`config.mk`:
```
export PLATFORM = sky130hd
export DESIGN_NAME = control_unit
export DESIGN_NICKNAME = d
export VERILOG_FILES = /design/src/common/common.sv /design/src/verilog/control_unit.sv
export SDC_FILE = /design/constraint.sdc
export NUM_CORES = 1
export LEC_CHECK = 0
export BUFFER_PORTS_ARGS = -buffer_cell sky130_fd_sc_hd__buf_4
export CAP_MARGIN = 10
export CORE_MARGIN = 1
export CORE_UTILIZATION = 43
export DETAILED_ROUTE_END_ITERATION = 10
export GPL_TIMING_DRIVEN = 0
export PLACE_DENSITY = 0.87
export SLEW_MARGIN = 40
export SYNTH_ARGS = -nofsm -noshare
export SYNTH_HDL_FRONTEND = slang
export SYNTH_SLANG_ARGS = --single-unit
```
`constraint.sdc`:
```
create_clock -name vclk -period 3.5
set_input_delay 0.35 -clock vclk [all_inputs]
set_output_delay 0.35 -clock vclk [all_outputs]
set_load 0.01 [all_outputs]
```
`src/common/common.sv`:
```
package common;

        ////////////////////
        // Widths
        ////////////////////

        typedef logic [31:0] xlen_t;    // Data word
        typedef logic [31:0] addr_t;    // Byte address
        typedef logic [4:0]  reg_idx_t;

        typedef enum logic [2:0] {
                R_TYPE,
                I_TYPE,
                S_TYPE,
                B_TYPE,
                U_TYPE,
                J_TYPE,
                OTHER_TYPE
        } instruction_op_type;

        typedef enum logic [3:0] {
                ADD,
                SUB,
                SLL,
                SLT,
                SLTU,
                XOR,
                SRL,
                SRA,
                OR,
                AND,
                PASS_B          // LUI
        } alu_op_t;

        ////////////////////
        // Opcodes
        ////////////////////

        localparam logic [6:0] OP      = 7'b0110011;
        localparam logic [6:0] OP_IMM  = 7'b0010011;
        localparam logic [6:0] LOAD    = 7'b0000011;
        localparam logic [6:0] LOAD_FP = 7'b0000111;
        localparam logic [6:0] STORE   = 7'b0100011;
        localparam logic [6:0] BRANCH  = 7'b1100011;
        localparam logic [6:0] U_LUI   = 7'b0110111;
        localparam logic [6:0] U_AUIPC = 7'b0010111;
        localparam logic [6:0] JAL     = 7'b1101111;
        localparam logic [6:0] JALR    = 7'b1100111;

        // Branch funct3
        localparam logic [2:0] BEQ  = 3'b000;
        localparam logic [2:0] BNE  = 3'b001;
        localparam logic [2:0] BLT  = 3'b100;
        localparam logic [2:0] BGE  = 3'b101;
        localparam logic [2:0] BLTU = 3'b110;
        localparam logic [2:0] BGEU = 3'b111;

        localparam int    DMEM_WORDS = 256;
        localparam addr_t RESET_PC   = 32'h0000_0000;

endpackage

```
`src/verilog/control_unit.sv`:
```
`timescale 1ns/1ps

module control_unit import common::*; (
        input  logic [6:0]         opcode,
        input  instruction_op_type optype,
        input  logic [2:0]         funct3,
        input  xlen_t              rs1_data,
        input  xlen_t              rs2_data,

        output logic               ctrl_mem_write,
        output logic               ctrl_mem2reg,
        output logic               ctrl_reg_write,

        output logic               ctrl_alu_src,

        output logic               ctrl_is_branch,
        output logic               ctrl_branch_taken,
        output logic               ctrl_link
);

logic zero_flag;
logic lt_flag;
logic ltu_flag;

assign zero_flag = (rs1_data == rs2_data);
assign lt_flag   = ($signed(rs1_data) < $signed(rs2_data));
assign ltu_flag  = (rs1_data < rs2_data);       // Vectors are unsigned

always_comb
begin
        ctrl_mem_write    = 1'b0;
        ctrl_mem2reg      = 1'b0;
        ctrl_reg_write    = 1'b0;
        ctrl_alu_src      = 1'b0;
        ctrl_is_branch    = 1'b0;
        ctrl_branch_taken = 1'b0;
        ctrl_link         = 1'b0;

        case (optype)
                R_TYPE:
                        ctrl_reg_write = 1'b1;
                I_TYPE:
                begin
                        ctrl_reg_write = 1'b1;
                        ctrl_alu_src   = 1'b1;
                        if (opcode == LOAD || opcode == LOAD_FP)
                                ctrl_mem2reg = 1'b1;
                end
                S_TYPE:
                begin
                        ctrl_alu_src   = 1'b1;
                        ctrl_mem_write = 1'b1;
                end
                B_TYPE:
                begin
                        ctrl_is_branch = 1'b1;
                        case (funct3)
                                BEQ:     ctrl_branch_taken = zero_flag;
                                BNE:     ctrl_branch_taken = !zero_flag;
                                BLT:     ctrl_branch_taken = lt_flag;
                                BGE:     ctrl_branch_taken = !lt_flag;
                                BLTU:    ctrl_branch_taken = ltu_flag;
                                BGEU:    ctrl_branch_taken = !ltu_flag;
                                default: ctrl_branch_taken = 1'b0;
                        endcase
                end
                U_TYPE:
                        if (opcode == U_LUI)    // AUIPC retires as no-op
                        begin
                                ctrl_reg_write = 1'b1;
                                ctrl_alu_src   = 1'b1;
                        end
                J_TYPE:
                begin
                        ctrl_branch_taken = 1'b1;
                        ctrl_link         = 1'b1;
                        ctrl_reg_write    = 1'b1;
                end
                default:
                        ctrl_reg_write = 1'b0;
        endcase
end

endmodule

```
==> key figures <==
Detailed routing
  – Remaining antenna violation count: 0
  – First DRT Iteration DRCs: 7
  – Remaining DRCs: 0
  – Vias per inst: ~5.0
  – Routed vias: between 1000 and 1500
  – Pre-antenna DRT Iters: 4
  – Wire per inst: about 11 um
  – Final WL: roughly 2800 um

STA
  – Hold slack: 0.976 ns
  – Relative slew slack: 0.786
  – Final Max Tran Viols: 0
  – Hold Fails Final Rpt: 0
  – Max Clk Rate: 371 MHz
  – Total Negative Setup Slacks: 0 ns
  – Final setup fails: 0
  – Tmin final: approximately 2.7 ns
  – Final period util: 0.771
  – Slew @ Worst Pin: roughly 0.32 ns
  – RSZ-0062 raised after global routing: no

Power
  – PwrDens: roughly 110 nW/um^2
  – Internal: between 0.1 and 0.15 mW
  – Clock Power Share: 0
  – Sequential share of power: 0
  – Sw Ratio: 0.410
  – Max VDD drop: approximately 66 uV
  – Static Leakage: 0.958 nW
  – Total Power: around 0.17 mW
  – Psw: ~0.071 mW
  – Gate power share: 1.000

Status
  – Status: completed

Cells and area
  – Seq. cell area: 0 sq um
  – Seq cells: 0
  – NumNets Final: 330
  – Layout area overhead: 69.2%
  – Most frequent cells in the layout: 84 x buf_4, 33 x inv_1, 32 x ha_1, 14 x a21oi_1, 11 x nand2_1
  – Clock buf count: 0
  – Most common cell after layout, fill and taps aside: buf_4
  – Diode count: 0
  – Layout cells sized above 1: 0.420
  – Final instance area: roughly 1600 sq um
  – Final Instance Count excl. Fillers: between 200 and 250

Global routing
  – Vias in the first global route: about 1300
  – Grt ovf: 0
  – Largest net degree at the start of global routing: 7
  – Initial antenna violation count: 0
  – First-pass GRT wire length: just under 5000 um
  – GRT Util Overall: 0.239

Critical path
  – Crit path arrival time: around 2.4 ns
  – CP required: between 3 and 4 ns
  – CP Class: input port to output port
  – Worst-path fanout max: 3
  – Setup crit start kind: input port
  – Crit. End Element: output port

Synthesis
  – Synth Warn #: 0
  – Synth top area cells: ha_1 42%, inv_1 13%, a21oi_1 7.3%
  – Avg Synthesized Cell Area: 7.11 sq um
  – Synth Instances: ~140
  – Distinct cells, synth: 30
  – Netlist Area Pre-Place: roughly 960 sq um
  – Seq/Total Area, Yosys: 0
  – Post-synth top area share: 0.417
  – Synth area leader: ha_1
  – Synthesized Nets: 244

Worst hold path
  – Min-delay worst type: input port to output port
  – Hold depth: 3

Clock tree
  – Post-CTS Hold Fix Bufs: 0
  – Postcts setup bufs: 0
  – Post_cts resized: 0

Flow run
  – Max-cap violations: 0

Floorplan
  – Rows: 16
  – # IOs: 84
  – Initial Utilization: 0.475
  – Die width: roughly 50 um
  – Die height: just under 50 um
  – Die area: 2420 sq um
  – Core area: between 2000 and 2500 sq um

Placement
  – Detail Placement HPWL: 2560 um
  – Placed cell areas: between 1500 and 2000 sq um
  – PortBufs: 84
  – Routability cong.: between 0.8 and 0.9
  – Inst Count DP: between 200 and 250
[worst max-delay path, stage by stage]
cell,delay [ns]
buf_4,0.11
ha_1,0.34
nand4_2,0.16
nor4_2,0.31
nor3b_2,0.23
nand3_1,0.11
xor2_1,0.19
nor4b_2,0.07
a311o_2,0.35
buf_4,0.15
[final timing paths]
path,startpoint,to,slack [ns]
worst min-delay path,optype[1],ctrl_reg_write,0.98
worst max-delay path,rs1_data[31],ctrl_branch_taken,0.80
[synth_stat cells, types with 2 or more instances]
| library cell | instances |
|---|---|
| nand2_1 | 11 |
| nor2_1 | 6 |
| xnor2_1 | 2 |
| nand4_1 | 4 |
| nand3_1 | 4 |
| nor3_1 | 2 |
| o211ai_1 | 3 |
| a21oi_1 | 14 |
| nor3b_1 | 2 |
| ha_1 | 32 |
| o21ai_0 | 3 |
| and2_1 | 2 |
| inv_1 | 33 |
[cells by family (layout without fill, tap and decap cells)]
group,Yosys count,count (layout),synth area share
compound gates,27,27,0.180
xor+xnor,3,3,0.0274
fa+ha+maj,32,32,0.417
buf+inv,33,117,0.129
simple gates,40,40,0.246
[area by class of cell]
type                       count  area [sq um]
tap                           27          33.8
fill                         128           398
timing repair buffer          84           631
multi-input combinational    102           836
inverter                      33           124
[power by group through the flow]
stage	registers [mW]	logic [mW]	clock network, mW
finish	0	0.173	0
global route	0	0.196	0
CTS	0	0.175	0
detailed placement	0	0.173	0
global placement	0	0.164	0
floorplan	0	0.0798	0
[layer usage]
layer  wire [um]  share of wire  up-vias  global-route usage
met2        1540           0.56       53               0.534
met3         146          0.053        6              0.0156
met1        1010           0.37      532               0.220
met4          54          0.020        0              0.0588
met5           0              0        -                   0
li1            -              -      643                   -
[per-stage QoR]
step,setup WS (ns),util
6_report,0.803,0.803
5_1_grt,0.639,0.803
4_1_cts,0.775,0.803
3_5_place_dp,0.780,0.803
3_3_place_gp,0.815,0.803
2_1_floorplan,1.15,-
No activity file was read; power rests on OpenSTA's default activity.
