`src/common/common.sv`:
```
package common;

        ////////////////////
        // Widths
        ////////////////////

        typedef logic [31:0] xlen_t;    // Data word
        typedef logic [31:0] addr_t;    // Byte address
        typedef logic [4:0]  reg_idx_t;

        typedef enum logic [2:0] {
                R_TYPE,
                I_TYPE,
                S_TYPE,
                B_TYPE,
                U_TYPE,
                J_TYPE,
                OTHER_TYPE
        } instruction_op_type;

        typedef enum logic [3:0] {
                ADD,
                SUB,
                SLL,
                SLT,
                SLTU,
                XOR,
                SRL,
                SRA,
                OR,
                AND,
                PASS_B          // LUI
        } alu_op_t;

        ////////////////////
        // Opcodes
        ////////////////////

        localparam logic [6:0] OP      = 7'b0110011;
        localparam logic [6:0] OP_IMM  = 7'b0010011;
        localparam logic [6:0] LOAD    = 7'b0000011;
        localparam logic [6:0] LOAD_FP = 7'b0000111;
        localparam logic [6:0] STORE   = 7'b0100011;
        localparam logic [6:0] BRANCH  = 7'b1100011;
        localparam logic [6:0] U_LUI   = 7'b0110111;
        localparam logic [6:0] U_AUIPC = 7'b0010111;
        localparam logic [6:0] JAL     = 7'b1101111;
        localparam logic [6:0] JALR    = 7'b1100111;

        // Branch funct3
        localparam logic [2:0] BEQ  = 3'b000;
        localparam logic [2:0] BNE  = 3'b001;
        localparam logic [2:0] BLT  = 3'b100;
        localparam logic [2:0] BGE  = 3'b101;
        localparam logic [2:0] BLTU = 3'b110;
        localparam logic [2:0] BGEU = 3'b111;

        localparam int    DMEM_WORDS = 256;
        localparam addr_t RESET_PC   = 32'h0000_0000;

endpackage

```
`src/verilog/issue_sequencer.sv`:
```
`timescale 1ns/1ps

module issue_sequencer import common::*; (
        input  logic     clk,
        input  logic     arst_n,
        input  logic     instr_valid,
        input  logic     retire_ready,
        input  logic     ctrl_branch_taken,
        input  logic     ctrl_link,
        input  logic     ctrl_reg_write,
        input  xlen_t    imm,
        input  reg_idx_t rd,
        input  xlen_t    result,

        output addr_t    pc,
        output logic     instr_ready,
        output logic     fire,
        output xlen_t    link_data,
        output logic     retire_valid,
        output addr_t    retire_pc,
        output reg_idx_t retire_rd,
        output logic     retire_we,
        output xlen_t    retire_data,
        output addr_t    retire_next_pc
);

addr_t next_pc;
logic  rd_write;

////////////////////
// Handshake
////////////////////

assign instr_ready = !retire_valid || retire_ready;     // Slot frees as record leaves
assign fire        = instr_valid && instr_ready;

assign link_data = pc + 32'd4;
assign next_pc   = ctrl_branch_taken ? pc + imm : link_data;    // JAL or taken branch
assign rd_write  = ctrl_reg_write && (rd != 5'd0);

always_ff @(posedge clk or negedge arst_n)
begin
        if (!arst_n)
        begin
                pc           <= RESET_PC;
                retire_valid <= 1'b0;
                retire_we    <= 1'b0;
        end
        else if (fire)
        begin
                pc           <= next_pc;
                retire_valid <= 1'b1;
                retire_we    <= rd_write;
        end
        else if (retire_ready)
        begin
                retire_valid <= 1'b0;
        end
end

////////////////////
// Retire record
////////////////////

always_ff @(posedge clk)
begin
        if (fire)
        begin
                retire_pc      <= pc;
                retire_rd      <= rd;
                retire_data    <= rd_write ? result : '0;
                retire_next_pc <= next_pc;
        end
end

endmodule

```
`config.mk`:
```
export PLATFORM = sky130hd
export DESIGN_NAME = issue_sequencer
export DESIGN_NICKNAME = d
export VERILOG_FILES = /design/src/common/common.sv /design/src/verilog/issue_sequencer.sv
export SDC_FILE = /design/constraint.sdc
export NUM_CORES = 1
export LEC_CHECK = 0
export BUFFER_PORTS_ARGS = -buffer_cell sky130_fd_sc_hd__buf_2
export CAP_MARGIN = 20
export CORE_MARGIN = 2
export CORE_UTILIZATION = 51
export DETAILED_ROUTE_END_ITERATION = 8
export HOLD_SLACK_MARGIN = 0.02
export PLACE_DENSITY_LB_ADDON = 0.12
export SETUP_SLACK_MARGIN = 0.05
export SYNTH_ARGS = -nofsm -noshare
export SYNTH_HDL_FRONTEND = slang
export SYNTH_SLANG_ARGS = --single-unit
```
`constraint.sdc`:
```
create_clock -name clk -period 4.9 [get_ports clk]
set_input_delay 0.245 -clock clk [delete_from_list [all_inputs] [get_ports clk]]
set_output_delay 0.245 -clock clk [all_outputs]
set_load 0.01 [all_outputs]
```
==> flow_metrics.tcl <==
set metrics [dict create \
    place.gp.congestion 0.8845 \
    maxCapViolCount 0 \
    h-tree-depth 4 \
    die_w_um 123.9 \
    antenna_left 0 \
    cts.clk_slew.worst_paths_ns 0.06 \
    cts.sinks 135 \
    viasPerCell 5.587 \
    crit_arrival_ns 3.25 \
    synth-seq-cells 135 \
    grt.met2_usage 0.4372 \
    netlist_top_cells_count "101 x edfxtp_1, 79 x nand2_1, 55 x a21oi_1, 43 x nor2_1, 35 x and2_1" \
    syn_to_final_growth_pct 27.21 \
    powerDensity_nw_per_um2 603.4 \
    cts_tree "yes" \
    drt_wl_total_um 20330 \
    antenna_found_initial 0 \
    leakage_nw 4.088 \
    use_met3 0.07143 \
    grt_busiest_layer "met2" \
    ys_warn_count 0 \
    port_buffers 243 \
    endpoint_kind "output pin" \
    hp-class "in -> reg" \
    cts_setup_buffers 0 \
    synth.area.top_cells "edfxtp_1 41%, dfrtp_1 12%, ha_1 5.5%" \
    fin_worst_skew_ns 0.008081 \
    hpwl_um 14460 \
    drt-initial-drc-count 360 \
    drt_pass1_iterations 5 \
    synth.avg_cell_area_um2 11.01 \
    use_met1 0.3316 \
    setup_viol 0 \
    finalWorstPathRequiredPeriod_ns 3.491 \
    rows 43 \
    grtUsageTotal 0.2611 \
    fp.dieH_um 123.9 \
    num_io_pins 245 \
    final-hold-violation-count 0 \
    drv_slew 0 \
    num_vias 6174 \
    drive_gt1_frac 0.3330 \
    synth_most_common_cell "edfxtp_1" \
    fin_nets 1022 \
    min_period_over_period 0.7124 \
    critPathLaunchType "flop" \
    grt_pass1_wl_um 30420 \
    num_antenna_cells 0 \
    ir_worst_vdd_v 0.0003055 \
    fin_setup_tns_ns 0 \
    tightestPinTransition_ns 0.9038 \
    grt_max_degree 89 \
    layout.area.seq_um2 3884 \
    insertion_delay_ns 0.42 \
    crit_required_ns 4.66 \
    placed_area_um2 8712 \
    rsz0062_at_grt "false" \
    synth_edf_count 101 \
    wl_per_cell_um 18.40 \
    slew-limit-headroom 0.3975 \
    route.detailed.drc 0 \
    n_fill_cell 1119 \
    crit_type "reg -> out" \
    cts_made_buffers 17 \
    grt_pass1_vias 5895 \
    ys_types 67 \
    crit_path_max_fanout 8 \
    yosys.area.top_type "edfxtp_1" \
    status "completed" \
    cts.path.max_buffers 2 \
    root_buffer "clkbuf_16" \
    start_util 0.5243 \
    syn_inst 666 \
    syn-num-nets 775 \
    post-route-cell-area_um2 9330 \
    fmax_mhz 286.5 \
    dp.cells 1068 \
    ys.flop_type "edfxtp_1" \
    synthArstFlopShare 0.2519 \
    multi_input_area_um2 3299 \
    ys_seq_area_frac 0.5295 \
    core_area_um2 13990 \
    overflow 0 \
    final_cells 1105 \
    netlist_area_um2 7335 \
    yosysTopAreaCellShare 0.4135 \
    cts_resized 0 \
    die_area_um2 15360 \
]
## through the flow
step | util | setup WS, ns | power (mW) | hold slack, ns
global route | 0.6670 | 1.225 | 5.977 | 0.05690
floorplan | - | 0.2136 | 3.532 | -0.05059
global placement | 0.6228 | 1.842 | 4.316 | 0.4179
finish | 0.6670 | 1.409 | 5.630 | 0.05236
CTS | 0.6670 | 1.452 | 5.634 | 0.03796
detailed placement | 0.6228 | 1.819 | 4.360 | 0.4143
## cell type report
class / instances / area share
Sequential cell: 135 / 0.4163
Multi-Input combinational cell: 493 / 0.3536
Timing Repair Buffer: 254 / 0.1408
Clock buffer: 18 / 0.04600
Tap cell: 180 / 0.02414
Clock inverter: 13 / 0.01381
Inverter: 12 / 0.005364
## state kept, by name, indices dropped and copies added, names as in the netlist
signal	flops
retire_next_pc	32
retire_pc	32
retire_data	32
retire_valid	1
retire_rd	5
pc	32
retire_we	1
## critical path, stage by stage, from the launching register on
cell	delay, ns
dfrtp_1	0.53
ha_1	0.27
and4_1	0.37
nor3b_2	0.43
nand2_1	0.24
nor2_1	0.37
nand3_1	0.15
xnor2_1	0.28
buf_2	0.19
## worst paths after layout
path	startpoint	end	slack, ns	cells after the start
hold / removal	instr_valid	retire_valid	0.05	2
max in group asynchronous	arst_n	pc[0]	3.83	2
hold reg to reg	retire_we	retire_we	0.48	2
min in group asynchronous	arst_n	pc[15]	0.50	2
setup reg to reg	pc[0]	retire_next_pc[30]	1.73	10
setup / recovery	pc[2]	link_data[26]	1.41	8
## routing by layer
| metal | vias up | share of wire |
|---|---|---|
| met5 | - | 0 |
| met4 | 0 | 0.020 |
| met3 | 32 | 0.083 |
| met2 | 262 | 0.49 |
| met1 | 2951 | 0.40 |
| li1 | 2929 | - |
## placed cells by master, fill, tap and decap left out, types with 5 or more instances in the layout
cell type and n:
a21o_1 16, a21oi_1 55, and2_1 35, and3_1 9, and4_1 6, buf_2 243
buf_4 5, clkbuf_16 17, dfrtp_1 34, dlygate4sd3_1 6, edfxtp_1 101, ha_1 32
inv_1 11, mux2_2 17, mux2i_1 5, nand2_1 79, nand2b_1 9, nand3_1 18
nand4_1 9, nor2_1 43, nor3_1 7, o211ai_1 5, o21a_1 5, o21ai_0 19
o21bai_1 6, xnor2_1 30, xor2_1 24
## kinds of logic after synthesis
logic type | Yosys count | synth area share
adder cells (fa/ha/maj) | 33 | 0.05732
flip-flops | 135 | 0.5295
AND/OR/NAND/NOR | 239 | 0.1636
buffers and inverters | 38 | 0.02064
XOR/XNOR | 54 | 0.06448
multiplexers | 22 | 0.03292
AO/OA/AOI/OAI | 145 | 0.1315
## where the power goes
| part | switching, mW | internal, mW | leakage [nW] |
|---|---|---|---|
| registers | 0.322 | 1.60 | 1.37 |
| clock network | 0.491 | 0.740 | 0.261 |
| logic | 1.43 | 1.05 | 2.46 |
## what timing repair did
| item | CTS | global route |
|---|---|---|
| setup endpoints to repair | 0 | 0 |
| hold buffers | 6 | 0 |
| hold endpoints to repair | 39 | 0 |
No activity file was read; power rests on OpenSTA's default activity.
