===== src/common/common.sv =====
package common;

        ////////////////////
        // Widths
        ////////////////////

        typedef logic [31:0] xlen_t;    // Data word
        typedef logic [31:0] addr_t;    // Byte address
        typedef logic [4:0]  reg_idx_t;

        typedef enum logic [2:0] {
                R_TYPE,
                I_TYPE,
                S_TYPE,
                B_TYPE,
                U_TYPE,
                J_TYPE,
                OTHER_TYPE
        } instruction_op_type;

        typedef enum logic [3:0] {
                ADD,
                SUB,
                SLL,
                SLT,
                SLTU,
                XOR,
                SRL,
                SRA,
                OR,
                AND,
                PASS_B          // LUI
        } alu_op_t;

        ////////////////////
        // Opcodes
        ////////////////////

        localparam logic [6:0] OP      = 7'b0110011;
        localparam logic [6:0] OP_IMM  = 7'b0010011;
        localparam logic [6:0] LOAD    = 7'b0000011;
        localparam logic [6:0] LOAD_FP = 7'b0000111;
        localparam logic [6:0] STORE   = 7'b0100011;
        localparam logic [6:0] BRANCH  = 7'b1100011;
        localparam logic [6:0] U_LUI   = 7'b0110111;
        localparam logic [6:0] U_AUIPC = 7'b0010111;
        localparam logic [6:0] JAL     = 7'b1101111;
        localparam logic [6:0] JALR    = 7'b1100111;

        // Branch funct3
        localparam logic [2:0] BEQ  = 3'b000;
        localparam logic [2:0] BNE  = 3'b001;
        localparam logic [2:0] BLT  = 3'b100;
        localparam logic [2:0] BGE  = 3'b101;
        localparam logic [2:0] BLTU = 3'b110;
        localparam logic [2:0] BGEU = 3'b111;

        localparam int    DMEM_WORDS = 256;
        localparam addr_t RESET_PC   = 32'h0000_0000;

endpackage


===== src/verilog/reg_file.sv =====
`timescale 1ns/1ps

module reg_file import common::*; (
        input  logic     clk,
        input  logic     arst_n,
        input  reg_idx_t rs1,
        input  reg_idx_t rs2,
        input  logic     we,
        input  reg_idx_t rd,
        input  xlen_t    wdata,

        output xlen_t    rs1_data,
        output xlen_t    rs2_data
);

xlen_t regs [32];

assign rs1_data = regs[rs1];
assign rs2_data = regs[rs2];

always_ff @(posedge clk or negedge arst_n)
begin
        if (!arst_n)
        begin
                for (int i = 0; i < 32; i++)
                        regs[i] <= '0;
        end
        else if (we && rd != 5'd0)      // x0 stays zero
        begin
                regs[rd] <= wdata;
        end
end

endmodule


===== config.mk =====
export PLATFORM = sky130hd
export DESIGN_NAME = reg_file
export DESIGN_NICKNAME = d
export VERILOG_FILES = /design/src/common/common.sv /design/src/verilog/reg_file.sv
export SDC_FILE = /design/constraint.sdc
export NUM_CORES = 2
export LEC_CHECK = 0
export BUFFER_PORTS_ARGS = -buffer_cell sky130_fd_sc_hd__buf_2
export CORE_MARGIN = 10
export CORE_UTILIZATION = 58
export DETAILED_ROUTE_END_ITERATION = 8
export PLACE_DENSITY = 0.78
export SLEW_MARGIN = 20
export SYNTH_ARGS = -nofsm -noshare
export SYNTH_HDL_FRONTEND = slang
export SYNTH_SLANG_ARGS = --single-unit

===== constraint.sdc =====
create_clock -name clk -period 2.47 [get_ports clk]
set_input_delay 0.6175 -clock clk [delete_from_list [all_inputs] [get_ports clk]]
set_output_delay 0.6175 -clock clk [all_outputs]
set_load 0.01 [all_outputs]

==> summary.txt <==
Power
  • Pwr/cell area: around 740 mW/mm^2
  • Max rail drop VDD: around 0.00066 V
  • P_sw: roughly 15 mW
  • Sw Ratio: 0.299
  • P_int: about 36 mW
  • Power, Total: around 50 mW
  • Combinational power share: 0.224
  • Clock power frac: 0.330
  • Part of the power in registers: 0.446
  • LEAKAGE: about 33 nW

Finish
  • Area taken by flip-flops and latches: approximately 0.026 sq mm
  • Largest regs: regs (1024)
  • Filler cells: a little under 6000
  • Final nets: approximately 5000
  • Biggest register: regs
  • Layout Utilization: 0.724
  • Finished Layout Cells: around 6300
  • Final Instance Area: roughly 0.069 sq mm
  • Share of layout cells above drive strength 1: 0.417
  • Layout area overhead: 23.9%
  • Max reg flops: slightly above 1000
  • Footprint of the multi-input gates: 0.0292 sq mm

Global route
  • Vias in the first global route: roughly 44000
  • Grt ovf: 0
  • Initial antenna violation count: 2
  • Total GRT Usage: 0.325
  • Largest net degree at the start of global routing: between 100 and 150
  • First-pass GRT wire length: roughly 270 mm

Routing
  • Via/cell ratio: between 6 and 7
  • Iter 0 DRT Violations: ~4600
  • Vias: ~43000
  • Met3 wire len: between 15 and 20 mm
  • Antenna-violating nets left: 0
  • Met2 wire length: ~86 mm
  • Post-Route WL: about 190 mm
  • Post-Route M1 WL: about 72 mm
  • # DRC: 0
  • WL/cell: between 20 and 30 microns
  • Top Metal Used: met4
  • Router iterations before antenna repair: 6

Synth
  • Synth Area in Adders: 0
  • Syn Nets: approximately 4700
  • Main combinational cell family by area after synthesis: multiplexers
  • Area contributors post-synth: dfrtp_1 (46%), mux2_2 (20%), mux2i_1 (18%), a22oi_1 (2.6%), a22o_1 (2.0%)
  • Yosys warns: 0
  • Top-area cell type share of the netlist area: 0.462
  • Post-Syn Area: approximately 0.056 sq mm
  • Register bit total from synthesis: just over 1000
  • Post-synth EDFFs: 0
  • Post-synthesis sequential area ratio: 0.462
  • Library cells used by synthesis: 27
  • Top cells by count, synth: dfrtp_1 (1024), mux2i_1 (1024), mux2_2 (991)
  • Compound-Gate Fraction of Synth Area: 0.0707
  • Simple-gate portion of the synthesized area: 0.0423
  • Synth async-reset ratio: 1.00
  • Avg Inst Size Synth: roughly 12 sq um
  • Most used DFF post-synth: dfrtp_1
  • Yosys top cell by area: dfrtp_1
  • Synthesized instance count: 4606
  • XOR/XNOR Fraction of Synth Area: 0
  • Mux cell area share after synthesis: 0.386

Clocking
  • Clock Pin Slew Worst Setup and Hold Paths: roughly 0.07 ns
  • H-Tree Depth: 3
  • Clk sinks: just over 1000
  • Max clock buf depth: 3
  • Total CTS buffers: approximately 110
  • Root buf cell: clkbuf_16
  • Later-pin clock latency in the skew report: around 0.70 ns
  • TritonCTS clock tree: built

Floorplanning
  • Top Ports: 114
  • Die ar.: about 0.11 sq mm
  • Initial core utilization: 0.584
  • Die span in y: roughly 330 microns
  • Core Box Area: 0.0950 sq mm
  • DIE WIDTH: approximately 330 microns
  • Placement Rows: 113

Timing
  • Max-slew headroom: 0.512
  • Final setup fails: between 60 and 70
  • Setup WS post-layout: -0.400 ns
  • Final period utilization: 1.16
  • Worst hold slack: between 0.3 and 0.4 ns
  • Total negative slack: -16.74 ns
  • Worst-margin pin slew: roughly 0.73 ns
  • Fmax: about 350 MHz
  • RSZ-0062 raised after global routing: yes
  • Final hold vios: 0
  • Final slew viol count: 0
  • Clk_skew: 0 ns
  • Tmin final: approximately 2.9 ns

Job
  • Max cap viols: 0

Worst setup path
  • Worst endpoint data arrival time: roughly 2.3 ns
  • WP data required: approximately 1.9 ns
  • Worst setup SP type: flip-flop
  • Kind of critical path: flip-flop to output port
  • Worst path buffer plus inverter count: 1
  • CP Cell Sequence: mux2i_1 > a22o_1 > nor3_2 > a31oi_1 > nand3_2 > buf_6
  • CP endpoint kind: output port
  • Delay of the slowest critical-path stage: roughly 0.41 ns
  • CP top delay family: compound AO/OA/AOI/OAI gates
  • Worst r2r src: regs[900]
  • Crit path from: regs[778]
  • Slowest-stage cell, CP: dfrtp_1
  • Crit path max fanout: 3

Place
  • Placer Congestion: approximately 0.87
  • I/O Buffers: 113
  • DP Wirelength: 105 mm
  • Pre-CTS setup slack: -0.482 ns
  • Placed cell area: just over 0.06 sq mm
  • Cells after DPL: 5948

Run status
  • Outcome: complete, but fails checks
  • Violated checks: negative setup slack

Min path
  • HP Class: input pin to asynchronous set/reset pin
-- cells in the final DEF (no fill, tap or decap), types with 5 or more instances in the layout --
cell	Yosys	final
a21oi_1	192	185
a21oi_2	0	7
a22o_1	128	121
a22o_4	0	7
a22oi_1	192	170
a22oi_2	0	22
a31oi_1	64	24
a31oi_2	0	22
a31oi_4	0	18
buf_12	0	161
buf_16	0	37
buf_2	181	67
buf_4	46	255
buf_6	0	105
buf_8	0	25
bufbuf_16	0	8
bufinv_16	0	8
clkbuf_1	225	15
clkbuf_16	0	125
clkbuf_8	0	21
clkinv_2	0	20
clkinvlp_4	0	6
dfrtp_1	1024	1023
mux2_2	991	991
mux2i_1	1024	1008
mux2i_2	0	14
nand2_1	211	190
nand2_2	0	20
nand3_1	193	154
nand3_2	0	31
nand3_4	0	8
nand3b_1	5	5
nor2_4	0	15
nor3_1	65	6
nor3_2	0	47
nor3_4	0	12
-- what timing repair did --
| item | CTS | global route |
|---|---|---|
| gates resized for setup | 317 | 152 |
| pin swaps | 110 | 161 |
| setup endpoints to repair | 64 | 64 |
| endpoints found under the hold margin | 22 | 0 |
| buffers inserted | 63 | 35 |
| hold buffers | 1 | 0 |
| cloned | 32 | 16 |
-- power by group through the flow --
stage / combinational [mW] / sequential, mW / clock, mW
2_1_floorplan: 7.05 / 21.9 / 0
3_3_place_gp: 9.48 / 22.4 / 0
3_5_place_dp: 9.84 / 22.6 / 0
4_1_cts: 10.7 / 22.4 / 16.8
5_1_grt: 12.1 / 23.0 / 17.5
6_report: 11.4 / 22.7 / 16.8
-- layout make-up --
cell class | count | area share
Timing Repair Buffer | 675 | 0.127
Clock buffer | 145 | 0.0447
Clock inverter | 45 | 0.00784
Multi-Input combinational cell | 3105 | 0.425
Tap cell | 1265 | 0.0230
Sequential cell | 1024 | 0.373
Antenna cell | 2 | 0.0000728
-- metal layers --
metal  global-route usage  vias to the layer above
met5                    0                        -
met4                0.195                        0
met3               0.0618                      751
met2                0.516                     2457
met1                0.413                    21900
li1                     -                    17628
-- worst register-to-register path, stage by stage, from the launching register on --
cell	delay (ns)
dfrtp_2	0.45
buf_4	0.15
mux2_2	0.33
-- worst paths after layout --
check | slack [ns] | depth (start not counted) | endpoint
max reg2reg | 1.40 | 2 | regs[900]
max | -0.40 | 6 | rs2_data[10]
min in group clk | 0.40 | 0 | regs[1009]
min | 0.39 | 2 | regs[224]
max in group asynchronous | 1.07 | 3 | regs[14]
min reg2reg | 0.40 | 0 | regs[1009]
-- logic make-up (layout without fill, tap and decap cells) --
| kind of cell | Yosys count | after routing |
|---|---|---|
| other | 0 | 2 |
| AND/OR/NAND/NOR | 513 | 513 |
| multiplexers | 2016 | 2016 |
| flip-flops | 1024 | 1024 |
| AO/OA/AOI/OAI | 576 | 576 |
| buffers and inverters | 477 | 865 |
Power figures use the tool's default switching activity.
