<file path="src/common/common.sv">
package common;

        ////////////////////
        // Widths
        ////////////////////

        typedef logic [31:0] xlen_t;    // Data word
        typedef logic [31:0] addr_t;    // Byte address
        typedef logic [4:0]  reg_idx_t;

        typedef enum logic [2:0] {
                R_TYPE,
                I_TYPE,
                S_TYPE,
                B_TYPE,
                U_TYPE,
                J_TYPE,
                OTHER_TYPE
        } instruction_op_type;

        typedef enum logic [3:0] {
                ADD,
                SUB,
                SLL,
                SLT,
                SLTU,
                XOR,
                SRL,
                SRA,
                OR,
                AND,
                PASS_B          // LUI
        } alu_op_t;

        ////////////////////
        // Opcodes
        ////////////////////

        localparam logic [6:0] OP      = 7'b0110011;
        localparam logic [6:0] OP_IMM  = 7'b0010011;
        localparam logic [6:0] LOAD    = 7'b0000011;
        localparam logic [6:0] LOAD_FP = 7'b0000111;
        localparam logic [6:0] STORE   = 7'b0100011;
        localparam logic [6:0] BRANCH  = 7'b1100011;
        localparam logic [6:0] U_LUI   = 7'b0110111;
        localparam logic [6:0] U_AUIPC = 7'b0010111;
        localparam logic [6:0] JAL     = 7'b1101111;
        localparam logic [6:0] JALR    = 7'b1100111;

        // Branch funct3
        localparam logic [2:0] BEQ  = 3'b000;
        localparam logic [2:0] BNE  = 3'b001;
        localparam logic [2:0] BLT  = 3'b100;
        localparam logic [2:0] BGE  = 3'b101;
        localparam logic [2:0] BLTU = 3'b110;
        localparam logic [2:0] BGEU = 3'b111;

        localparam int    DMEM_WORDS = 256;
        localparam addr_t RESET_PC   = 32'h0000_0000;

endpackage

</file>
<file path="src/verilog/instr_decode.sv">
`timescale 1ns/1ps

module instr_decode import common::*; (
        input  xlen_t              instr,

        output logic [6:0]         opcode,
        output logic [2:0]         funct3,
        output logic               funct7_5,
        output reg_idx_t           rs1,
        output reg_idx_t           rs2,
        output reg_idx_t           rd,
        output instruction_op_type optype,
        output xlen_t              imm,
        output alu_op_t            alu_op
);

assign opcode   = instr[6:0];
assign funct3   = instr[14:12];
assign funct7_5 = instr[30];
assign rs1      = instr[19:15];
assign rs2      = instr[24:20];
assign rd       = instr[11:7];

always_comb
begin
        case (opcode)
                OP:                     optype = R_TYPE;
                OP_IMM, LOAD, LOAD_FP:  optype = I_TYPE;
                STORE:                  optype = S_TYPE;
                BRANCH:                 optype = B_TYPE;
                U_LUI, U_AUIPC:         optype = U_TYPE;
                JAL:                    optype = J_TYPE;
                default:                optype = OTHER_TYPE;    // JALR lands here
        endcase
end

always_comb
begin
        case (optype)
                I_TYPE:  imm = {{20{instr[31]}}, instr[31:20]};
                S_TYPE:  imm = {{20{instr[31]}}, instr[31:25], instr[11:7]};
                B_TYPE:  imm = {{19{instr[31]}}, instr[31], instr[7], instr[30:25],
                                instr[11:8], 1'b0};
                U_TYPE:  imm = {instr[31:12], 12'b0};
                J_TYPE:  imm = {{11{instr[31]}}, instr[31], instr[19:12], instr[20],
                                instr[30:21], 1'b0};
                default: imm = '0;
        endcase
end

always_comb
begin
        alu_op = ADD;   // Loads, stores, default
        if (opcode == OP || opcode == OP_IMM)
        begin
                case (funct3)
                        3'b000:  alu_op = (opcode == OP && funct7_5) ? SUB : ADD;
                        3'b001:  alu_op = SLL;
                        3'b010:  alu_op = SLT;
                        3'b011:  alu_op = SLTU;
                        3'b100:  alu_op = XOR;
                        3'b101:  alu_op = funct7_5 ? SRA : SRL;
                        3'b110:  alu_op = OR;
                        default: alu_op = AND;
                endcase
        end
        else if (opcode == U_LUI)
        begin
                alu_op = PASS_B;
        end
end

endmodule

</file>
<file path="config.mk">
export PLATFORM = sky130hd
export DESIGN_NAME = instr_decode
export DESIGN_NICKNAME = d
export VERILOG_FILES = /design/src/common/common.sv /design/src/verilog/instr_decode.sv
export SDC_FILE = /design/constraint.sdc
export NUM_CORES = 1
export LEC_CHECK = 0
export BUFFER_PORTS_ARGS = -buffer_cell sky130_fd_sc_hd__buf_2
export CELL_PAD_IN_SITES_DETAIL_PLACEMENT = 0
export CELL_PAD_IN_SITES_GLOBAL_PLACEMENT = 1
export CORE_MARGIN = 10
export CORE_UTILIZATION = 25
export DETAILED_ROUTE_END_ITERATION = 12
export GPL_TIMING_DRIVEN = 0
export MAX_ROUTING_LAYER = met4
export PLACE_DENSITY_LB_ADDON = 0.1
export SETUP_SLACK_MARGIN = 0.3
export SYNTH_ARGS = -nofsm -noshare
export SYNTH_HDL_FRONTEND = slang
export SYNTH_SLANG_ARGS = --single-unit
</file>
<file path="constraint.sdc">
create_clock -name vclk -period 5.2
set_input_delay 1.04 -clock vclk [all_inputs]
set_output_delay 1.04 -clock vclk [all_outputs]
set_load 0.005 [all_outputs]
</file>
==> results of run 1 <==
==> layout make-up <==
class / count / area, um^2
timing repair buffer: 94 / 470
fill: 426 / 2200
inverter: 3 / 11.3
multi-input combinational: 106 / 694
tap: 48 / 60.1
buffer: 34 / 250
==> metal layers <==
layer	GRT usage (%)	wire [um]	part of all wire, %
met4	0.510	17	0.41
met3	2.29	479	12
met2	17.5	1770	43
met5	-	0	0
met1	15.1	1850	45
==> through the flow <==
stage               hold WS (ns)  setup slack [ns]  utilization (%)  total power, W
CTS                         2.25             0.775             40.3       0.0000721
detailed placement          2.25             0.776             40.3       0.0000719
global placement            2.25             0.757             40.3       0.0000720
floorplan                   2.14              1.23                -       0.0000377
global route                2.25             0.598             40.3       0.0000789
finish                      2.25             0.784             40.3       0.0000710
==> power groups by stage <==
stage / Sequential [W] / Clock, W / Combinational [W]
final: 0 / 0 / 0.0000710
after CTS: 0 / 0 / 0.0000721
after detailed placement: 0 / 0 / 0.0000719
after global routing: 0 / 0 / 0.0000789
after global placement: 0 / 0 / 0.0000720
after floorplan: 0 / 0 / 0.0000377
==> cells in the final DEF (no fill, tap or decap), types with 2 or more instances in the layout <==
| master | count |
|---|---|
| sky130_fd_sc_hd__a22o_1 | 4 |
| sky130_fd_sc_hd__a211o_1 | 2 |
| sky130_fd_sc_hd__nand2_1 | 19 |
| sky130_fd_sc_hd__and2_1 | 7 |
| sky130_fd_sc_hd__nor2_1 | 8 |
| sky130_fd_sc_hd__o211a_1 | 2 |
| sky130_fd_sc_hd__a31o_2 | 11 |
| sky130_fd_sc_hd__a21oi_1 | 13 |
| sky130_fd_sc_hd__buf_4 | 27 |
| sky130_fd_sc_hd__buf_2 | 99 |
| sky130_fd_sc_hd__inv_1 | 3 |
| sky130_fd_sc_hd__nor3_1 | 2 |
| sky130_fd_sc_hd__nand3_1 | 3 |
| sky130_fd_sc_hd__buf_6 | 2 |
| sky130_fd_sc_hd__o21a_1 | 2 |
| sky130_fd_sc_hd__a41o_1 | 2 |
| sky130_fd_sc_hd__o21ai_0 | 5 |
==> cell families (layout without fill, tap and decap cells) <==
kind of cell               after synthesis  after routing  share of synthesized area (%)
and+or+nand+nor                         50             50                           28.3
buffers and inverters                   37            131                           27.4
AOI/OAI and AO/OA                       52             52                           39.9
xor gates and xnor gates                 1              1                          0.916
muxes                                    2              2                           2.23
adders and majority gates                1              1                           1.31
==> worst paths after layout <==
kind	start	endpoint	slack, ns	cells past startpoint
hold / removal	instr[3]	opcode[3]	2.25	2
setup / recovery	instr[5]	imm[27]	0.78	12
==> run summary, run 1 <==
The global-route total usage across every layer is 11.2%. The proportion of layout cells with a drive suffix above 1 came out at 62.0%. The count of input and output buffers is 94. The final standard cell count with taps included and fillers excluded is 285.

The number of max-cap violations is 0. The internal cell power came out at 0.0000375 W. The max-slew headroom at the worst pin is 64.3%. The final count of pins violating max slew came to 0.

The pin count of the biggest net entering global routing is 11. For this design, the CTS-stage hold fixing added 0 buffers. The detail-routed net length per standard cell came out at 14.5 um.

Post-CTS repair changed the size of 0 cells. Among the stages of the critical path, the cell type that occurs most often is sky130_fd_sc_hd__buf_2. The total instance count after detailed placement came out at 285. The area growth from synthesis to layout is 55.5%. The relative contribution of sequential cells to total power came out at 0%.

The via count of the first global-routing pass was 1,304. The delay of the slowest critical-path stage is 0.34 ns. The global placement routability congestion is 0.771. Row generation in the floorplan step produced 22 rows. During I/O placement, the number of pins put on the boundary was 97.

The synthesized design devotes to its leading area cell type 21.2% of total area. The timing-limited maximum frequency is 0.226 GHz. sky130_fd_sc_hd__buf_4 takes more of the synthesized area than any other cell. The post-synthesis average cell area came out at 6.68 um^2.

The type of destination of the critical path is an output port. The transition at the pin with the smallest max-transition slack came out at 0.532 ns. The number of post-CTS setup repair buffers is 0. The area after detailed placement came out at 0.00149 mm^2. Counting every instance in the synthesized netlist gives 143. The number of warning messages in the yosys log is 0.

The sequential cell count came out at 0. The switching power summed over all nets came out at 0.0000335 W. The first global-routing pass estimated 6230 um of wire.

The starting density of the core came out at 25.9%. Summing every instance area after synthesis gives 956 um^2. For this design, the slowest cell found on the critical path is sky130_fd_sc_hd__a21boi_1.

The peak fanout along the critical path is 10. At the worst endpoint, the arrival time is 3.38 ns. The post-route cell area is 0.00149 mm^2. The leftover overflow at the end of global routing came out at 0. The count of endpoints failing setup in the final report is 0. The wire-length estimate of the detail-placed layout is 3510 um. The overall die height came out at 81.8 um. After layout, the clock buffer instance count stands at 0. The sequential cell area came out at 0 um^2. The part of the cycle the worst path needs came out at 84.9%. Net switching is 47.2% of the power.

The number of detailed-route iterations in the first pass came out at 4. The antenna violation net count after detailed routing came out at 0. STA classifies the critical path startpoint as an input pin. Traced cell by cell, the critical path runs through buf_2 -> buf_2 -> and4b_1 -> o211a_1 -> inv_1 -> ha_1 -> a21boi_1 -> a21oi_1 -> and4_1 -> buf_6 -> a31o_2 -> buf_2.

For this run, the post-layout net count is 272. The run finished with clean final reports. The total die area came out at 0.00670 mm^2. The post-synthesis net count came out at 176. By count the netlist is led by sky130_fd_sc_hd__buf_4 (27), sky130_fd_sc_hd__nand2_1 (19), sky130_fd_sc_hd__a21oi_1 (13), sky130_fd_sc_hd__a31o_2 (11), sky130_fd_sc_hd__nor2_1 (8). The die boundary width is 81.8 um. Combinational logic burns 100.0% of the power. The worst supply voltage drop on vdd came out at 0.0193 mV.

The initial antenna violation count is 0. The number of DRC markers in iteration 0 is 39. Summing over every cut layer, the via total after detailed routing is 1,333. The number of hold violations in the final report came out at 0.

The portion of the post-synthesis area used by sequential elements came out at 0%. The final layout contains routed wiring with a total length of 4120 um. The total inserted antenna cells came out at 0.

The endpoint required time on the critical path came out at 4.16 ns. The total area inside the core boundary comes to 0.00369 mm^2. The most frequent cell after synthesis is sky130_fd_sc_hd__buf_4. The cell family contributing the most delay on the critical path is compound AO/OA/AOI/OAI gates. After detailed routing, the number of vias per cell comes to 4.68. The post-route DRC violation count came out at 0. The critical setup path kind is input pin to output port. The leakage power of the design is 0.847 nW.

The post-route minimum period came out at 4.42 ns. The power per cell area came out at 47.8 mW/mm^2. Setup repair after global routing left no endpoint under its margin. The clock network fraction of total power is 0%. The class of the most critical hold timing path is input pin to output port. For the final routed database, the setup TNS stands at 0 ns. Yosys attributes the largest share of cell area to sky130_fd_sc_hd__buf_4 (21%), sky130_fd_sc_hd__a31o_2 (10%), sky130_fd_sc_hd__nand2_1 (7.5%), sky130_fd_sc_hd__a21oi_1 (6.8%), sky130_fd_sc_hd__and2_1 (4.6%). The number of library cell types mapped by synthesis is 43. The number of buffers and inverters on the critical path is 5.
(Power assumes the default switching activity.)
==> run 2: changes to the inputs <==
--- a/config.mk
+++ b/config.mk
@@ -9,7 +9,7 @@
 export CELL_PAD_IN_SITES_DETAIL_PLACEMENT = 0
 export CELL_PAD_IN_SITES_GLOBAL_PLACEMENT = 1
 export CORE_MARGIN = 10
-export CORE_UTILIZATION = 25
+export CORE_UTILIZATION = 21
 export DETAILED_ROUTE_END_ITERATION = 12
 export GPL_TIMING_DRIVEN = 0
 export MAX_ROUTING_LAYER = met4
==> constraint.sdc (replaced) <==
create_clock -name vclk -period 4
set_input_delay 0.8 -clock vclk [all_inputs]
set_output_delay 0.8 -clock vclk [all_outputs]
set_load 0.005 [all_outputs]
==> run summary, run 2 (synthesized netlist as in run 1, its figures left out) <==
The global-route total usage across every layer is 10.3% (-0.81 points). The global placement routability congestion came out at 0.799 (+3.6%). The worst supply voltage drop on vdd was 0.0254 mV (+32%). Setup repair after global routing left no endpoint under its margin.

The number of DRC markers in iteration 0 was 57 (+46%). The min-delay analysis places its worst path in the category input pin to output port. The critical path is of the input pin to output port type. The post-route minimum period is 3.57 ns.

The leakage power of the design came out at 0.886 nW (+4.6%). The number of hold violations in the final report is 0 (unchanged). The final-layout setup total negative slack came out at 0 ns (unchanged).

The max-slew headroom at the worst pin is 61.1% (-3.2 points). The number of core rows is 24 (+9.1%). The number of max-cap violations came to 0 (unchanged). The total inserted antenna cells came out at 0 (unchanged). The timing-limited maximum frequency is 0.280 GHz. The part of the cycle the worst path needs came out at 89.2%. The power per cell area came to 61.8 mW/mm^2 (+29%).

The peak fanout along the critical path is 10 (unchanged). The count of clock buffers in the final design is 0 (unchanged). The final count of pins violating max slew is 0 (unchanged). The power consumption is 0.0000957 W (+35%). The proportion of layout cells with a drive suffix above 1 is 63.7% (+1.7 points).

The antenna violation net count after detailed routing was 0 (unchanged). The count of endpoints failing setup in the final report was 0 (unchanged). The flow ran to the end, and the final reports show no timing, DRC or antenna violations. The detail-routed net length per standard cell was 14.6 um (+1.3%). The worst-path cell with the longest stage delay is sky130_fd_sc_hd__and4bb_2.

The leftover overflow at the end of global routing is 0 (unchanged). The via count of the routed design is 1,320 (-0.98%). The critical path goes through buf_4 -> and4bb_2 -> and2b_1 -> inv_1 -> ha_4 -> or2_4 -> and4_1 -> buf_6 -> a31o_2 -> buf_2. The total number of nets in the final design is 275 (+1.1%). The pin count of the biggest net entering global routing is 11 (unchanged). The data arrival at the endpoint of the critical path was 2.77 ns (-0.61 ns). Leaving out fill and tap cells, the most frequent cells in the layout are sky130_fd_sc_hd__buf_2 (98), sky130_fd_sc_hd__buf_4 (31), sky130_fd_sc_hd__nand2_1 (19). The total core area was 0.00438 mm^2 (+19%). The worst slack at placement came out at 0.0494 ns (-0.726 ns). The initial antenna violation count is 0 (unchanged).

The worst hold slack across all endpoints is 1.77 ns (-0.481 ns). The launching element type of the critical path is an input pin. The area overhead of the layout relative to synthesis is 62.0%.

The wire length of the first global-routing pass is 6710 um (+7.6%). The count of input and output buffers came out at 94 (unchanged). The worst setup path is captured at an output port. The sequential cell area came out at 0 um^2 (unchanged).

The via count of the first global-routing pass is 1,361 (+4.4%). The sequential cell count is 0 (unchanged). The delay of the slowest critical-path stage was 0.31 ns (-0.03 ns). The total die area is 0.00765 mm^2 (+14%). The detailed placement HPWL is 3610 um (+3.1%). The die boundary width came to 87.5 um (+6.9%). The overall die height is 87.5 um (+6.9%). The post-cts hold buffer count came out at 0 (unchanged).

The endpoint required time on the critical path came to 3.20 ns (-0.96 ns). The post-route DRC violation count is 0 (unchanged). The worst path setup slack after routing came out at 0.432 ns (-0.352 ns). Leaving out fill and tap cells, the most frequent cell in the layout is sky130_fd_sc_hd__buf_2.

The ratio of routed vias to standard cells is 4.52 (-3.3%). The number of detailed-route iterations in the first pass is 4 (unchanged). The transition at the pin with the smallest max-transition slack came out at 0.579 ns (+0.0470 ns). The starting density of the core is 21.8% (-4.1 points). The number of ports placed on the die boundary is 97 (unchanged). The aggregate routed wire length is 4280 um (+3.8%).
[run 2: cell count changes in the layout (fill, tap and decap cells not counted), sizes merged]
cell | previous run | this run
buf | 128 | 131
[run 2: power by group]
part           switching [W]  internal, W  leakage, nW
Combinational      0.0000445    0.0000512        0.886
Sequential                 0            0            0
Clock                      0            0            0
[run 2: stage by stage]
| step | area, um^2 | util, % | std cells |
|---|---|---|---|
| global placement | 1490 | 34.0 | 289 |
| floorplan | 956 | - | 143 |
| finish | 1550 | 35.3 | 292 |
| global route | 1550 | 35.3 | 292 |
| detailed placement | 1490 | 34.0 | 289 |
| CTS | 1530 | 34.8 | 292 |
[run 2: path summary, 6_finish.rpt]
kind	startpoint	end	slack, ns	cells after the start
setup / recovery	instr[3]	imm[30]	0.43	10
hold / removal	instr[6]	opcode[6]	1.77	2
[run 2: layout make-up]
class,count,area (um^2)
fillers,505,2840
multi-input cells,106,727
repair buffers,97,493
plain buffers,34,253
well taps,52,65.1
inverters,3,11.3
[run 2: timing repair]
item,in CTS,in global routing
buffers inserted,3,0
pin swaps,2,0
endpoints found under the hold margin,0,0
resized for setup,5,3
setup endpoints to repair,24,20
[run 2: critical path, delay by kind of cell]
| kind | cells | cell delay [ns] |
|---|---|---|
| adders and majority gates | 1 | 0.26 |
| buffers and inverters | 4 | 0.54 |
| AOI/OAI and AO/OA | 1 | 0.20 |
| and+or+nand+nor | 4 | 0.96 |
[run 2: per-layer routing]
| metal | global-route usage (%) | vias to the layer above | wire, um | part of all wire, % |
|---|---|---|---|---|
| met4 | 0 | 0 | 0 | 0 |
| li1 | - | 693 | - | - |
| met2 | 17.7 | 53 | 2040 | 48 |
| met3 | 3.56 | 0 | 431 | 10 |
| met1 | 12.1 | 574 | 1810 | 42 |
| met5 | - | - | 0 | 0 |
==> run 3: changes to the inputs <==
--- a/config.mk
+++ b/config.mk
@@ -12,7 +12,6 @@
 export CORE_UTILIZATION = 21
 export DETAILED_ROUTE_END_ITERATION = 12
 export GPL_TIMING_DRIVEN = 0
-export MAX_ROUTING_LAYER = met4
 export PLACE_DENSITY_LB_ADDON = 0.1
 export SETUP_SLACK_MARGIN = 0.3
 export SYNTH_ARGS = -nofsm -noshare
==> run summary, run 3 (synthesized netlist as in run 1, its figures left out) <==
The number of max-cap violations was 0 (unchanged). The detailed placement HPWL came out at 3610 um (unchanged). The antenna violation net count after detailed routing came out at 0 (unchanged). The transition at the pin with the smallest max-transition slack was 0.548 ns (-0.0309 ns). The max-slew headroom at the worst pin came out at 63.2% (+2.1 points). The endpoint required time on the critical path is 3.20 ns (about the same). The global placement routability congestion was 0.788 (-1.4%). The post-route DRC violation count came to 0 (unchanged). The total die area is 0.00765 mm^2 (unchanged).

The part of the cycle the worst path needs is 89.3% (about the same). The data arrival at the endpoint of the critical path came out at 2.77 ns (about the same). The path class of the tightest hold or removal check is input pin to output port. The proportion of layout cells with a drive suffix above 1 is 63.7% (unchanged).

The die boundary width is 87.5 um (unchanged). The post-route cell area came out at 0.00155 mm^2 (unchanged). The power per cell area is 61.7 mW/mm^2 (about the same). The area after detailed placement is 0.00149 mm^2 (unchanged). The initial antenna violation count came out at 0 (unchanged).

The count of clock buffers in the final design is 0 (unchanged). The post-route minimum period came out at 3.57 ns (+0.00196 ns). The ratio of routed vias to standard cells is 4.50 (-0.53%).

The critical path is of the input pin to output port type. Leaving out fill and tap cells, the most frequent cells in the layout are sky130_fd_sc_hd__buf_2 (98), sky130_fd_sc_hd__buf_4 (31), sky130_fd_sc_hd__nand2_1 (19). The worst supply voltage drop on vdd is 0.0254 mV (about the same). The wire length of the first global-routing pass came to 6710 um (unchanged). The leakage power of the design was 0.886 nW (unchanged). The area of combinational cells with multiple inputs is 727 um^2 (unchanged). The final-layout setup total negative slack came out at 0 ns (unchanged). The flow ran to the end, and the final reports show no timing, DRC or antenna violations.

The post-cts hold buffer count came to 0 (unchanged). The number of detailed-route iterations in the first pass is 4 (unchanged). The via count of the routed design came to 1,313 (-0.53%).

The number of fill cells is 505 (unchanged). The worst path setup slack after routing is 0.430 ns (-0.00196 ns). The timing-limited maximum frequency is 0.280 GHz (about the same).

The via count of the first global-routing pass came out at 1,364 (+0.22%). The starting density of the core is 21.8% (unchanged). The peak fanout along the critical path is 10 (unchanged). The number of hold violations in the final report came out at 0 (unchanged). The total number of nets in the final design came out at 275 (unchanged). The sequential cell area is 0 um^2 (unchanged). The aggregate routed wire length came out at 4260 um (-0.30%).

The leftover overflow at the end of global routing came out at 0 (unchanged). The pin count of the biggest net entering global routing is 11 (unchanged). The total core area is 0.00438 mm^2 (unchanged). The count of input and output buffers is 94 (unchanged). Setup repair after global routing left no endpoint under its margin.

The area overhead of the layout relative to synthesis came out at 62.0% (unchanged). The worst setup path is launched from an input pin. The number of core rows was 24 (unchanged). The worst slack at placement is 0.0494 ns (unchanged). The global-route total usage across every layer came out at 10.1% (-0.28 points). The type of destination of the critical path is an output port. The sequential cell count is 0 (unchanged). The core occupancy in the finished layout came to 35.3% (unchanged). The number of DRC markers in iteration 0 came out at 59 (+3.5%). The library cell used most frequently in the layout, excluding fill and tap cells, is sky130_fd_sc_hd__buf_2. The overall die height came out at 87.5 um (unchanged). The total inserted antenna cells came to 0 (unchanged). The worst hold slack across all endpoints came out at 1.77 ns (unchanged). The final count of pins violating max slew is 0 (unchanged). The count of endpoints failing setup in the final report is 0 (unchanged).

The number of ports placed on the die boundary was 97 (unchanged). The detail-routed net length per standard cell is 14.6 um (-0.30%).
-- run 3: cell counts in the layout (fill, tap and decap cells not counted) --
No cell type changed its count.
-- run 3: area by class of cell --
cell class,count,area share [%]
multi-input cells,106,46.9
plain buffers,34,16.3
inverters,3,0.727
well taps,52,4.20
repair buffers,97,31.8
-- run 3: critical path: stages --
cell	delay, ns
sky130_fd_sc_hd__buf_4	0.15
sky130_fd_sc_hd__and4bb_2	0.31
sky130_fd_sc_hd__and2b_1	0.18
sky130_fd_sc_hd__inv_1	0.12
sky130_fd_sc_hd__ha_4	0.26
sky130_fd_sc_hd__or2_4	0.26
sky130_fd_sc_hd__and4_1	0.21
sky130_fd_sc_hd__buf_6	0.14
sky130_fd_sc_hd__a31o_2	0.20
sky130_fd_sc_hd__buf_2	0.13
-- run 3: layer usage --
layer | routed length [um] | share of wire (%) | up-vias | global-route usage (%)
met5 | 0 | 0 | - | 0
met4 | 0 | 0 | 0 | 0
met3 | 546 | 13 | 0 | 4.78
met2 | 2030 | 48 | 52 | 17.7
met1 | 1680 | 39 | 567 | 11.4
li1 | - | - | 694 | -
-- run 3: power breakdown --
group	leakage, nW	switching (W)	internal, W	total [W]
clock	0	0	0	0
combinational	0.886	0.0000445	0.0000512	0.0000956
sequential	0	0	0	0
total	0.886	0.0000445	0.0000512	0.0000956
-- run 3: what timing repair did --
item | CTS | global route
setup buffers | 3 | 0
pin swaps | 2 | 0
setup endpoints to repair | 24 | 20
resized for setup | 5 | 3
gates cloned | 0 | 0
-- run 3: stage by stage --
step	std cells	total power [W]
2_1_floorplan	143	0.0000490
3_3_place_gp	289	0.0000945
3_5_place_dp	289	0.0000933
4_1_cts	292	0.0000956
6_report	292	0.0000956
5_1_grt	292	0.000106
-- run 3: final timing paths --
kind                    end  slack [ns]  depth (start not counted)      from
setup / recovery    imm[30]        0.43                         10  instr[3]
hold / removal    opcode[6]        1.77                          2  instr[6]
